===== config.mk =====
export PLATFORM = sky130hd
export DESIGN_NAME = rob_top
export DESIGN_NICKNAME = d
export VERILOG_FILES = /design/src/rob_pkg.sv /design/src/rob_dispatch.sv /design/src/rob_entry_table.sv /design/src/rob_retire.sv /design/src/rob_top.sv
export SDC_FILE = /design/constraint.sdc
export NUM_CORES = 2
export LEC_CHECK = 0
export BUFFER_PORTS_ARGS = -buffer_cell sky130_fd_sc_hd__buf_2
export CAP_MARGIN = 25
export CORE_ASPECT_RATIO = 0.7
export CORE_MARGIN = 3
export CORE_UTILIZATION = 30
export CTS_BUF_LIST = sky130_fd_sc_hd__clkbuf_2 sky130_fd_sc_hd__clkbuf_4 sky130_fd_sc_hd__clkbuf_8
export CTS_CLUSTER_DIAMETER = 80
export DETAILED_ROUTE_END_ITERATION = 7
export SYNTH_ARGS = -nofsm -noshare
export SYNTH_HDL_FRONTEND = slang
export SYNTH_HIERARCHICAL = 1
export SYNTH_SLANG_ARGS = --single-unit

===== constraint.sdc =====
create_clock -name clock -period 5.8 [get_ports clock]
set_input_delay 0.29 -clock clock [delete_from_list [all_inputs] [get_ports clock]]
set_output_delay 0.29 -clock clock [all_outputs]
set_load 0.01 [all_outputs]

===== src/rob_pkg.sv =====
//////////////////////////////////////////////////
// reorder buffer shared definitions
// sizes of the entry table and its indices
// physical tag and architectural register widths
// completion lane count and issue width
// retire decision type
//////////////////////////////////////////////////

package rob_pkg;

	//////////////////////////////////////////////////
	// table geometry
	//////////////////////////////////////////////////

	localparam int rob_depth       = 64;  // entries in the buffer
	localparam int rob_index_width = 6;   // head and tail index bits
	localparam int count_width     = 7;   // occupancy, reaches rob_depth

	//////////////////////////////////////////////////
	// register naming
	//////////////////////////////////////////////////

	localparam int tag_width = 7;  // physical register tag
	localparam int ar_width  = 5;  // architectural register index

	//////////////////////////////////////////////////
	// bandwidth
	//////////////////////////////////////////////////

	localparam int cdb_lanes      = 2;  // completion broadcast lanes
	localparam int dispatch_width = 2;  // max entries in or out per cycle

	// number of entries leaving the buffer this cycle
	typedef enum logic [1:0]
	{
		retire_none = 2'd0,
		retire_one  = 2'd1,
		retire_two  = 2'd2
	} retire_decision_t;

endpackage


===== src/rob_dispatch.sv =====
//////////////////////////////////////////////////
// reorder buffer dispatch side
// tail pointer and occupancy count
// free space report to the decode stage
// write strobes and indices for the entry table
//////////////////////////////////////////////////

`timescale 1ns/1ps

module rob_dispatch
(
	input  logic                                clock,
	input  logic                                reset,
	input  logic [1:0]                          dispatch_num,
	input  logic [1:0]                          retire_num,
	input  logic                                flush,
	input  logic [rob_pkg::rob_index_width-1:0] head,
	output logic [1:0]                          capacity,
	output logic                                write_enable0,
	output logic                                write_enable1,
	output logic [rob_pkg::rob_index_width-1:0] write_index0,
	output logic [rob_pkg::rob_index_width-1:0] write_index1
);

	logic [rob_pkg::rob_index_width-1:0] tail;
	logic [rob_pkg::count_width-1:0]     count;
	logic [rob_pkg::count_width-1:0]     free_entries;
	logic [rob_pkg::count_width-1:0]     count_next;

	//////////////////////////////////////////////////
	// capacity
	//////////////////////////////////////////////////

	assign free_entries = rob_pkg::count_width'(rob_pkg::rob_depth) - count;

	always_comb
	begin
		if (free_entries >= rob_pkg::count_width'(rob_pkg::dispatch_width))
			capacity = 2'(rob_pkg::dispatch_width);  // plenty of room
		else
			capacity = free_entries[1:0];  // 0 or 1 left
	end

	//////////////////////////////////////////////////
	// slot placement
	//////////////////////////////////////////////////

	assign write_enable0 = (dispatch_num != 2'd0);
	assign write_enable1 = (dispatch_num == 2'd2);
	assign write_index0  = tail;
	assign write_index1  = tail + 1'b1;  // wraps at rob_depth

	assign count_next = count + rob_pkg::count_width'(dispatch_num)
		- rob_pkg::count_width'(retire_num);

	always_ff @(posedge clock)
	begin
		if (reset)
		begin
			tail  <= '0;
			count <= '0;
		end
		else if (flush)
		begin
			// buffer empties, tail lands on the new head
			tail  <= head + rob_pkg::rob_index_width'(retire_num);
			count <= '0;
		end
		else
		begin
			tail  <= tail + rob_pkg::rob_index_width'(dispatch_num);
			count <= count_next;
		end
	end

endmodule


===== src/rob_entry_table.sv =====
//////////////////////////////////////////////////
// reorder buffer entry storage
// per entry state written at dispatch
// completion tag match on the broadcast lanes
// release of retired entries and full flush
// head and head+1 read ports for retire
//////////////////////////////////////////////////

`timescale 1ns/1ps

module rob_entry_table
(
	input  logic                                clock,
	input  logic                                reset,
	input  logic                                write_enable0,
	input  logic                                write_enable1,
	input  logic [rob_pkg::rob_index_width-1:0] write_index0,
	input  logic [rob_pkg::rob_index_width-1:0] write_index1,
	input  logic [rob_pkg::ar_width-1:0]        dest_ar0,
	input  logic [rob_pkg::ar_width-1:0]        dest_ar1,
	input  logic [rob_pkg::tag_width-1:0]       new_tag0,
	input  logic [rob_pkg::tag_width-1:0]       new_tag1,
	input  logic [rob_pkg::tag_width-1:0]       old_tag0,
	input  logic [rob_pkg::tag_width-1:0]       old_tag1,
	input  logic                                valid_inst0,
	input  logic                                valid_inst1,
	input  logic                                halt0,
	input  logic                                halt1,
	input  logic                                store0,
	input  logic                                store1,
	input  logic [rob_pkg::cdb_lanes-1:0]       cdb_valid,
	input  logic [rob_pkg::tag_width-1:0]       cdb_tag0,
	input  logic [rob_pkg::tag_width-1:0]       cdb_tag1,
	input  logic                                cdb_exception0,
	input  logic                                cdb_exception1,
	input  logic [rob_pkg::rob_index_width-1:0] head,
	input  logic [1:0]                          retire_num,
	input  logic                                flush,
	output logic                                head_ready0,
	output logic                                head_ready1,
	output logic                                head_exception0,
	output logic                                head_exception1,
	output logic                                head_halt0,
	output logic                                head_halt1,
	output logic                                head_store0,
	output logic                                head_store1,
	output logic [rob_pkg::ar_width-1:0]        head_ar0,
	output logic [rob_pkg::ar_width-1:0]        head_ar1,
	output logic [rob_pkg::tag_width-1:0]       head_tag0,
	output logic [rob_pkg::tag_width-1:0]       head_tag1,
	output logic [rob_pkg::tag_width-1:0]       head_told0,
	output logic [rob_pkg::tag_width-1:0]       head_told1
);

	logic [rob_pkg::rob_depth-1:0] valid;
	logic [rob_pkg::rob_depth-1:0] ready;
	logic [rob_pkg::rob_depth-1:0] exception;
	logic [rob_pkg::rob_depth-1:0] halt;
	logic [rob_pkg::rob_depth-1:0] store;
	logic [rob_pkg::ar_width-1:0]  ar   [rob_pkg::rob_depth];
	logic [rob_pkg::tag_width-1:0] tag  [rob_pkg::rob_depth];
	logic [rob_pkg::tag_width-1:0] told [rob_pkg::rob_depth];

	logic [rob_pkg::tag_width-1:0]       lane_tag [rob_pkg::cdb_lanes];
	logic [rob_pkg::cdb_lanes-1:0]       lane_exception;
	logic [rob_pkg::rob_depth-1:0]       hit;            // some lane matched this entry
	logic [rob_pkg::rob_depth-1:0]       hit_exception;
	logic [rob_pkg::rob_depth-1:0]       release_mask;
	logic [rob_pkg::rob_index_width-1:0] head_next;

	assign lane_tag[0]    = cdb_tag0;
	assign lane_tag[1]    = cdb_tag1;
	assign lane_exception = {cdb_exception1, cdb_exception0};
	assign head_next      = head + 1'b1;

	//////////////////////////////////////////////////
	// completion match and release
	//////////////////////////////////////////////////

	always_comb
	begin
		for (int i = 0; i < rob_pkg::rob_depth; i++)
		begin
			hit[i]           = 1'b0;
			hit_exception[i] = 1'b0;
			for (int l = 0; l < rob_pkg::cdb_lanes; l++)
			begin
				if (cdb_valid[l] && valid[i] && (tag[i] == lane_tag[l]))
				begin
					hit[i]           = 1'b1;
					hit_exception[i] = lane_exception[l];  // higher lane wins
				end
			end
		end
		release_mask = '0;
		if (retire_num != 2'd0)
			release_mask[head] = 1'b1;
		if (retire_num == 2'd2)
			release_mask[head_next] = 1'b1;
	end

	// valid, ready and tag
	always_ff @(posedge clock)
	begin
		if (reset || flush)
		begin
			valid <= '0;
			ready <= '0;
			for (int i = 0; i < rob_pkg::rob_depth; i++)
				tag[i] <= '1;
		end
		else
		begin
			ready <= ready | hit;
			for (int i = 0; i < rob_pkg::rob_depth; i++)
			begin
				if (release_mask[i])
				begin
					valid[i] <= 1'b0;
					ready[i] <= 1'b0;
					tag[i]   <= '1;
				end
			end
			if (write_enable0)
			begin
				valid[write_index0] <= 1'b1;
				ready[write_index0] <= ~valid_inst0 | halt0;  // nothing to wait for
				tag[write_index0]   <= new_tag0;
			end
			if (write_enable1)
			begin
				valid[write_index1] <= 1'b1;
				ready[write_index1] <= ~valid_inst1 | halt1;
				tag[write_index1]   <= new_tag1;
			end
		end
	end

	// payload fields
	always_ff @(posedge clock)
	begin
		for (int i = 0; i < rob_pkg::rob_depth; i++)
		begin
			if (hit[i])
				exception[i] <= hit_exception[i];
		end
		if (write_enable0)
		begin
			exception[write_index0] <= 1'b0;
			halt[write_index0]      <= halt0;
			store[write_index0]     <= store0;
			ar[write_index0]        <= dest_ar0;
			told[write_index0]      <= old_tag0;
		end
		if (write_enable1)
		begin
			exception[write_index1] <= 1'b0;
			halt[write_index1]      <= halt1;
			store[write_index1]     <= store1;
			ar[write_index1]        <= dest_ar1;
			told[write_index1]      <= old_tag1;
		end
	end

	// read ports for the two oldest entries
	assign head_ready0     = ready[head];
	assign head_ready1     = ready[head_next];
	assign head_exception0 = exception[head];
	assign head_exception1 = exception[head_next];
	assign head_halt0      = halt[head];
	assign head_halt1      = halt[head_next];
	assign head_store0     = store[head];
	assign head_store1     = store[head_next];
	assign head_ar0        = ar[head];
	assign head_ar1        = ar[head_next];
	assign head_tag0       = tag[head];
	assign head_tag1       = tag[head_next];
	assign head_told0      = told[head];
	assign head_told1      = told[head_next];

endmodule


===== src/rob_retire.sv =====
//////////////////////////////////////////////////
// reorder buffer retire side
// head pointer and retire decision
// retired field outputs
// exception flush and halt report
//////////////////////////////////////////////////

`timescale 1ns/1ps

module rob_retire
(
	input  logic                                clock,
	input  logic                                reset,
	input  logic                                head_ready0,
	input  logic                                head_ready1,
	input  logic                                head_exception0,
	input  logic                                head_exception1,
	input  logic                                head_halt0,
	input  logic                                head_halt1,
	input  logic                                head_store0,
	input  logic                                head_store1,
	input  logic [rob_pkg::ar_width-1:0]        head_ar0,
	input  logic [rob_pkg::ar_width-1:0]        head_ar1,
	input  logic [rob_pkg::tag_width-1:0]       head_tag0,
	input  logic [rob_pkg::tag_width-1:0]       head_tag1,
	input  logic [rob_pkg::tag_width-1:0]       head_told0,
	input  logic [rob_pkg::tag_width-1:0]       head_told1,
	output logic [rob_pkg::rob_index_width-1:0] head,
	output logic [1:0]                          retire_num,
	output logic [rob_pkg::ar_width-1:0]        retire_ar0,
	output logic [rob_pkg::ar_width-1:0]        retire_ar1,
	output logic [rob_pkg::tag_width-1:0]       retire_tag0,
	output logic [rob_pkg::tag_width-1:0]       retire_tag1,
	output logic [rob_pkg::tag_width-1:0]       retire_told0,
	output logic [rob_pkg::tag_width-1:0]       retire_told1,
	output logic                                retire_store0,
	output logic                                retire_store1,
	output logic                                retire_exception,
	output logic                                retire_halt,
	output logic                                flush
);

	rob_pkg::retire_decision_t decision;
	logic                      first_out;   // head entry leaves
	logic                      second_out;  // head+1 entry leaves

	always_comb
	begin
		if (head_ready0 && head_ready1 && !head_exception0 && !(head_store0 && head_store1))
			decision = rob_pkg::retire_two;
		else if (head_ready0)
			decision = rob_pkg::retire_one;  // fault, store pair or head+1 pending
		else
			decision = rob_pkg::retire_none;
	end

	assign retire_num = decision;
	assign first_out  = (decision != rob_pkg::retire_none);
	assign second_out = (decision == rob_pkg::retire_two);

	//////////////////////////////////////////////////
	// retire report
	//////////////////////////////////////////////////

	assign retire_ar0    = head_ar0;
	assign retire_ar1    = head_ar1;
	assign retire_tag0   = head_tag0;
	assign retire_tag1   = head_tag1;
	assign retire_told0  = head_told0;
	assign retire_told1  = head_told1;
	assign retire_store0 = head_store0;
	assign retire_store1 = head_store1;

	assign retire_exception = (first_out && head_exception0) || (second_out && head_exception1);
	assign retire_halt      = (first_out && head_halt0) || (second_out && head_halt1);
	assign flush            = retire_exception;  // empties the whole buffer

	always_ff @(posedge clock)
	begin
		if (reset)
			head <= '0;
		else
			head <= head + rob_pkg::rob_index_width'(retire_num);
	end

endmodule


===== src/rob_top.sv =====
//////////////////////////////////////////////////
// reorder buffer top level
// dispatch side, entry table and retire side
//////////////////////////////////////////////////

`timescale 1ns/1ps

module rob_top
(
	input  logic                          clock,
	input  logic                          reset,
	input  logic [1:0]                    dispatch_num,
	input  logic [rob_pkg::ar_width-1:0]  dest_ar0,
	input  logic [rob_pkg::ar_width-1:0]  dest_ar1,
	input  logic [rob_pkg::tag_width-1:0] new_tag0,
	input  logic [rob_pkg::tag_width-1:0] new_tag1,
	input  logic [rob_pkg::tag_width-1:0] old_tag0,
	input  logic [rob_pkg::tag_width-1:0] old_tag1,
	input  logic                          valid_inst0,
	input  logic                          valid_inst1,
	input  logic                          halt0,
	input  logic                          halt1,
	input  logic                          store0,
	input  logic                          store1,
	input  logic [rob_pkg::cdb_lanes-1:0] cdb_valid,
	input  logic [rob_pkg::tag_width-1:0] cdb_tag0,
	input  logic [rob_pkg::tag_width-1:0] cdb_tag1,
	input  logic                          cdb_exception0,
	input  logic                          cdb_exception1,
	output logic [1:0]                    capacity,
	output logic [1:0]                    retire_num,
	output logic [rob_pkg::ar_width-1:0]  retire_ar0,
	output logic [rob_pkg::ar_width-1:0]  retire_ar1,
	output logic [rob_pkg::tag_width-1:0] retire_tag0,
	output logic [rob_pkg::tag_width-1:0] retire_tag1,
	output logic [rob_pkg::tag_width-1:0] retire_told0,
	output logic [rob_pkg::tag_width-1:0] retire_told1,
	output logic                          retire_store0,
	output logic                          retire_store1,
	output logic                          retire_exception,
	output logic                          retire_halt,
	output logic                          flush
);

	logic [rob_pkg::rob_index_width-1:0] head;
	logic                                write_enable0;
	logic                                write_enable1;
	logic [rob_pkg::rob_index_width-1:0] write_index0;
	logic [rob_pkg::rob_index_width-1:0] write_index1;

	// oldest two entries, table to retire
	logic                          head_ready0;
	logic                          head_ready1;
	logic                          head_exception0;
	logic                          head_exception1;
	logic                          head_halt0;
	logic                          head_halt1;
	logic                          head_store0;
	logic                          head_store1;
	logic [rob_pkg::ar_width-1:0]  head_ar0;
	logic [rob_pkg::ar_width-1:0]  head_ar1;
	logic [rob_pkg::tag_width-1:0] head_tag0;
	logic [rob_pkg::tag_width-1:0] head_tag1;
	logic [rob_pkg::tag_width-1:0] head_told0;
	logic [rob_pkg::tag_width-1:0] head_told1;

	rob_dispatch dispatch
	(
		.clock, .reset, .dispatch_num, .retire_num, .flush, .head,
		.capacity, .write_enable0, .write_enable1, .write_index0, .write_index1
	);

	rob_entry_table entry_table
	(
		.clock, .reset,
		.write_enable0, .write_enable1, .write_index0, .write_index1,
		.dest_ar0, .dest_ar1, .new_tag0, .new_tag1, .old_tag0, .old_tag1,
		.valid_inst0, .valid_inst1, .halt0, .halt1, .store0, .store1,
		.cdb_valid, .cdb_tag0, .cdb_tag1, .cdb_exception0, .cdb_exception1,
		.head, .retire_num, .flush,
		.head_ready0, .head_ready1, .head_exception0, .head_exception1,
		.head_halt0, .head_halt1, .head_store0, .head_store1,
		.head_ar0, .head_ar1, .head_tag0, .head_tag1, .head_told0, .head_told1
	);

	rob_retire retire
	(
		.clock, .reset,
		.head_ready0, .head_ready1, .head_exception0, .head_exception1,
		.head_halt0, .head_halt1, .head_store0, .head_store1,
		.head_ar0, .head_ar1, .head_tag0, .head_tag1, .head_told0, .head_told1,
		.head, .retire_num,
		.retire_ar0, .retire_ar1, .retire_tag0, .retire_tag1,
		.retire_told0, .retire_told1, .retire_store0, .retire_store1,
		.retire_exception, .retire_halt, .flush
	);

endmodule


# Word level (Yosys, flattened, before mapping)
# Memories as Yosys holds them, arrays and structs flattened. A register that Yosys moved wholly into a read port is not among the register bits.
# Index checks and enable logic that the tools add are counted.
# W data, S select, Z words.
dict set report op_classes {
  eq_ne 130
  reduce_logical 276
  n_lt_le_gt_ge 9
  addsub 7
  mux 893
  bitwise 76
}
# cell count
set op_table {}
lappend op_table {{$eq A7 B7 Y1} 128}
lappend op_table {{$mux W64} 14}
lappend op_table {{$mux W1} 791}
lappend op_table {{$mux W7} 64}
lappend op_table {{$bwmux W64} 6}
lappend op_table {{$logic_and A1 B1 Y1} 268}
lappend op_table {{$or A64 B64 Y64} 4}
lappend op_table {{$and A64 B64 Y64} 2}
lappend op_table {{$not A64 Y64} 2}
lappend op_table {{$or A1 B1 Y1} 66}
lappend op_table {{$bmux W1 S6} 8}
lappend op_table {{$lt A6 B7 Y1 const B} 4}
lappend op_table {{$demux W1 S6} 4}
lappend op_table {{$ge A6 B1 Y1 const B} 4}
lappend op_table {{$mux W6} 4}
lappend op_table {{$add A6 B1 Y6 const B} 2}
lappend op_table {{$add A6 B2 Y6} 2}
lappend op_table {{$add A7 B2 Y7} 1}
lappend op_table {{$ge A7 B2 Y1 const B} 1}
lappend op_table {{$sub A7 B2 Y7} 1}
lappend op_table {{$sub A7 B7 Y7 const A} 1}
lappend op_table {{$eq A2 B2 Y1 const B} 2}
lappend op_table {{$mux W2} 2}
lappend op_table {{$reduce_bool A2 Y1} 2}
lappend op_table {{other kinds (4)} 8}
dict set report word_totals {
  ram_bits 1216
  register_bits 339
  input_bits 66
  output_inout_bits 47
  word_cells 1402
  n_memories 3
}
# name words word_bits read_ports rd_clocked_by_memory_dff write_ports line_no
set memory_table {}
lappend memory_table {entry_table.tag 64 7 66 1 66 rob_entry_table.sv:61} ;# logic [rob_pkg::tag_width-1:0] tag [rob_pkg::rob_depth];
lappend memory_table {entry_table.told 64 7 2 1 2 rob_entry_table.sv:62} ;# logic [rob_pkg::tag_width-1:0] told [rob_pkg::rob_depth];
lappend memory_table {entry_table.ar 64 5 2 1 2 rob_entry_table.sv:60} ;# logic [rob_pkg::ar_width-1:0] ar [rob_pkg::rob_depth];

# Longest topological paths before layout
dict set report depth {
  word_depth 18
  depth_mapped 22
  mapped_depth_nobuf 19
}

# By module
# Netlist, hierarchy kept.
# module cells_each instances seq_area_each_um2 area_each_um2
set modules_own_cells {}
lappend modules_own_cells {rob_entry_table 10200 1 42921.2 102756.1}
lappend modules_own_cells {rob_dispatch 142 1 260.2 1208.7}
lappend modules_own_cells {rob_retire 74 1 120.1 613.1}

# Worst setup path after synthesis
# Ideal clock, no wire load.
dict set report synth_path {
  kind {reg-to-reg}
  startpoint {register retire/head[1] (netlist name)}
  endpoint {memory entry_table/tag[37][0] (netlist name) (enable)}
  period_less_slack_ns 5.101
  setup_time_ns 0.334
  slack_ns 0.699
  required_time_ns 5.466
  n_path_buf 4
  stages_incl_launch_ff 18
  t_arrival_ns 4.767
  cell_sequence {dfxtp_1 > ha_1 > buf_2 > buf_2 > buf_1 > mux4_2 > mux2i_1 > nor3_1 > nor4_1 > nand3_1 > a211oi_2 > nor2b_1 > nand2b_1 > clkbuf_1 > nor3_2 > and3_1 > a22oi_1 > nand4_1}
}
# item line_no
set synth_lines {}
lappend synth_lines {{start: declaration} rob_retire.sv:28} ;# output logic [rob_pkg::rob_index_width-1:0] head,
lappend synth_lines {{start signal: assignment} rob_retire.sv:83} ;# head <= head + rob_pkg::rob_index_width'(retire_num);
lappend synth_lines {{end: declaration} rob_entry_table.sv:61}

# Final worst setup path
dict set report layout_path {
  startpoint {register retire/head[0] (netlist name)}
  endpoint {output retire_told1[4] (netlist name)}
}
dict set report layout_via {
  elab_chain_len 2
}
# item line_no
set layout_rtl {}
lappend layout_rtl {{$add A6 B1 Y6} rob_entry_table.sv:74} ;# assign head_next = head + 1'b1;
lappend layout_rtl {{$mem_v2 Z64 W7} --}
lappend layout_rtl {{end: declaration} rob_top.sv:37} ;# output logic [rob_pkg::tag_width-1:0] retire_told1,
# No other way between the ends.

==> out/metrics.cfg <==
[status]
status=complete, but fails checks
failed_checks=DRC, setup timing

[yosys]
yosys.area.top_type=edfxtp_1
postSynthAreaPerCell_um2=10.0
synthesis.nets=10500
yosysTopAreaCellShare=0.349
synth_area_um2=105000
syn_inst=10400
yosysSeqAreaShare=0.414
synth_ff_type=edfxtp_1
ys_warn_count=6
synth-edff-count=1216
yosys-top-cells-area=edfxtp_1, mux4_2, nand2_1
synthArstFlopShare=0
synth_seq_cells=1555
yosysUniqueCellTypes=87

[detailed_routing]
first_iter_violations=20800
dr.pass1.iters=7
drcViolationCount=4
wire_per_inst_um=40.5
num_vias=101000
viasPerCell=6.61
drtAntennaViolNets=0
drt_wl_total_mm=620

[job]
drv_cap=0

[timing]
period_needed_ps=6000
slew_violations=0
hold_viol=0
tightest_slew_ps=1280
setup_slack_ps=-200
post-route-period-util=1.03
clock.fmax_mhz=167
setup_tns_ps=-711
worst_slew_margin_rel=0.137
fin_worst_skew_ps=88.1
setup_viol=9
rsz0062_at_grt=yes

[worst_setup_path]
crit_fanout=48
cp.arrival_ps=5710
endpoint_kind=primary output
cp.required_ps=5510
startpoint_type=register
crit_type=register to primary output

[cts]
cts_tree=built
clk_pin_slew_ps=70
cts-root-buf=clkbuf_8
clockBufferDepth=4
cts_buffers=271
h-tree-depth=5
clock-sinks=1555
insertion_delay_ps=1040

[layout]
area_delta_synth_final_pct=13.1
nets=10500
drive_above_1_share=0.226
fin_cells=15300

[global_routing]
grt_pass1_wl_mm=820
grt_util_all_layers=0.332
antenna_found_initial=60
overflow=0
grt_max_degree=134
first_global_vias=89200

[power_and_ir_drop]
peakVddDrop_v=0.000356
finalPower_uw=40300
p_per_area_nw_per_um2=341
power.leakage_uw=0.0387

[floorplan]
rows=180
start_util=0.303
die_w_um=712
core_area_um2=345000
io_pins=113
dieHeight_um=500
die_area_um2=356000

[worst_hold_path]
hp-class=input pin to register

[placement]
port_buffers=112
dp.final_hpwl_mm=432
dp.cells=14800
gp_congestion=1.11

==> metal layers <==
layer | wire, µm | global-route usage | vias up | share of wire
li1 | - | - | 38800 | -
met1 | 233000 | 0.439 | 50300 | 0.38
met2 | 228000 | 0.418 | 10400 | 0.37
met3 | 127000 | 0.212 | 1709 | 0.21
met4 | 31100 | 0.135 | 48 | 0.050
met5 | 977 | 0.00806 | - | 0.0016
==> synthesized netlist by cell type, drive strengths merged, types with 19 or more instances <==
library cell  instances
nor2                502
clkbuf              598
edfxtp             1216
o221ai               27
mux2                617
ha                   20
dfxtp               339
nor3                 57
nor4                 58
nand4               218
a32oi                49
and2                 19
a21oi               327
or4                  89
mux2i               415
nand3b               22
and3                 22
nand3               303
nand2b               40
o21ai               163
o211ai               44
a221oi              180
a221o                24
a22o                 19
o2bb2ai              20
nand2              2164
nor2b                20
xor2                276
a31oi               102
buf                 513
a211oi               65
a22oi               137
inv                  28
xnor2               642
mux4                408
o22ai               520
==> per-stage QoR <==
step | util | worst slack, ps | instance area (µm²) | hold WS [ps]
after floorplan | - | 699 | 105000 | 357
final | 0.343 | -200 | 118000 | 89.0
after global placement | 0.325 | -150 | 112000 | 487
after global routing | 0.342 | -11.6 | 118000 | 69.5
after CTS | 0.342 | 19.3 | 118000 | 4.98
after detailed placement | 0.325 | -30.7 | 112000 | 484
==> cell usage in the layout (no fill, tap or decap), types with 21 or more instances in the layout <==
| cell | netlist | layout |
|---|---|---|
| a211oi_1 | 64 | 64 |
| a21oi_1 | 327 | 325 |
| a221o_1 | 24 | 24 |
| a221oi_1 | 180 | 178 |
| a22oi_1 | 137 | 137 |
| a31oi_1 | 102 | 101 |
| a32oi_1 | 49 | 49 |
| and3_1 | 22 | 21 |
| buf_12 | 0 | 55 |
| buf_2 | 263 | 81 |
| buf_4 | 113 | 673 |
| clkbuf_4 | 0 | 95 |
| clkbuf_8 | 0 | 296 |
| clkinv_1 | 1 | 33 |
| clkinv_2 | 0 | 33 |
| dfxtp_1 | 339 | 333 |
| diode_2 | 0 | 44 |
| dlygate4sd3_1 | 0 | 26 |
| edfxtp_1 | 1216 | 1216 |
| inv_1 | 26 | 26 |
| mux2_2 | 617 | 617 |
| mux2i_1 | 415 | 413 |
| mux4_2 | 408 | 408 |
| nand2_1 | 2164 | 2164 |
| nand2b_1 | 40 | 38 |
| nand3_1 | 303 | 302 |
| nand3b_1 | 22 | 22 |
| nand4_1 | 218 | 218 |
| nor2_1 | 500 | 483 |
| nor3_1 | 52 | 46 |
| nor4_1 | 55 | 54 |
| o211ai_1 | 43 | 43 |
| o21ai_0 | 163 | 153 |
| o221ai_1 | 27 | 27 |
| o22ai_1 | 520 | 520 |
| or4_1 | 89 | 89 |
| xnor2_1 | 641 | 638 |
| xor2_1 | 275 | 274 |
==> repair_timing <==
item                                    4_1_cts  5_1_grt
buffers inserted                              0        1
endpoints found under the hold margin       230        0
endpoints found under the setup margin       45       86
cloned                                        0        0
resized for setup                             8        7
pin swaps                                     0        2
hold buffers                                 26        0
==> where the power goes <==
part           internal (µW)  switching, µW  leakage (µW)  total, µW
Clock                   5600           5440       0.00287      11000
Sequential             12300            333        0.0127      12600
Combinational           5110          11500        0.0231      16600
Total                  23000          17300        0.0387      40300
==> layout make-up <==
class,count,area [µm²]
clock inverters,96,676
repair buffers,856,7090
multi-input cells,7721,56400
inverters,29,121
clock buffers,388,4760
well taps,4641,5810
flip-flops and latches,1555,43300
diodes,44,110
fillers,34900,227000
==> sequential cells by signal, summed over array words and instances (netlist names) <==
name and count:
entry_table/ar 320, dispatch/count 7, entry_table/told 448, dispatch/write_index0 6, entry_table/ready 64, entry_table/exception 64, entry_table/store 64, retire/head 6
entry_table/tag 448, entry_table/valid 64, entry_table/halt 64
==> cell families (layout without fill, tap and decap cells) <==
logic type               after synthesis  after routing  synth area share
XOR/XNOR                             918            918            0.0770
multiplexers                        1440           1440             0.194
flip-flops                          1555           1555             0.414
AO/OA/AOI/OAI                       1774           1774             0.114
AND/OR/NAND/NOR                     3564           3564             0.148
adder cells (fa/ha/maj)               25             25           0.00335
buffers and inverters               1140           1369            0.0501
other                                  0             44                 0
==> critical path: stages (launching register included) <==
cell and delay (ps):
dfxtp_4 400, ha_4 690, buf_12 390, and2_2 610
buf_12 440, a32oi_1 190, a31oi_2 640, o32a_1 730
a31oi_1 140, buf_4 240, buf_2 150
==> worst paths after layout <==
kind	from	end	slack, ps	cells past startpoint
worst max-delay path	retire/head[0]	retire_told1[4]	-200	10
worst min-delay path	dest_ar0[1]	entry_table/ar[3][1]	90	4
worst max register to register	retire/head[0]	entry_table/tag[55][1]	70	19
worst min register to register	entry_table/store[13]	entry_table/store[13]	520	2
No activity file was read; power rests on OpenSTA's default activity.
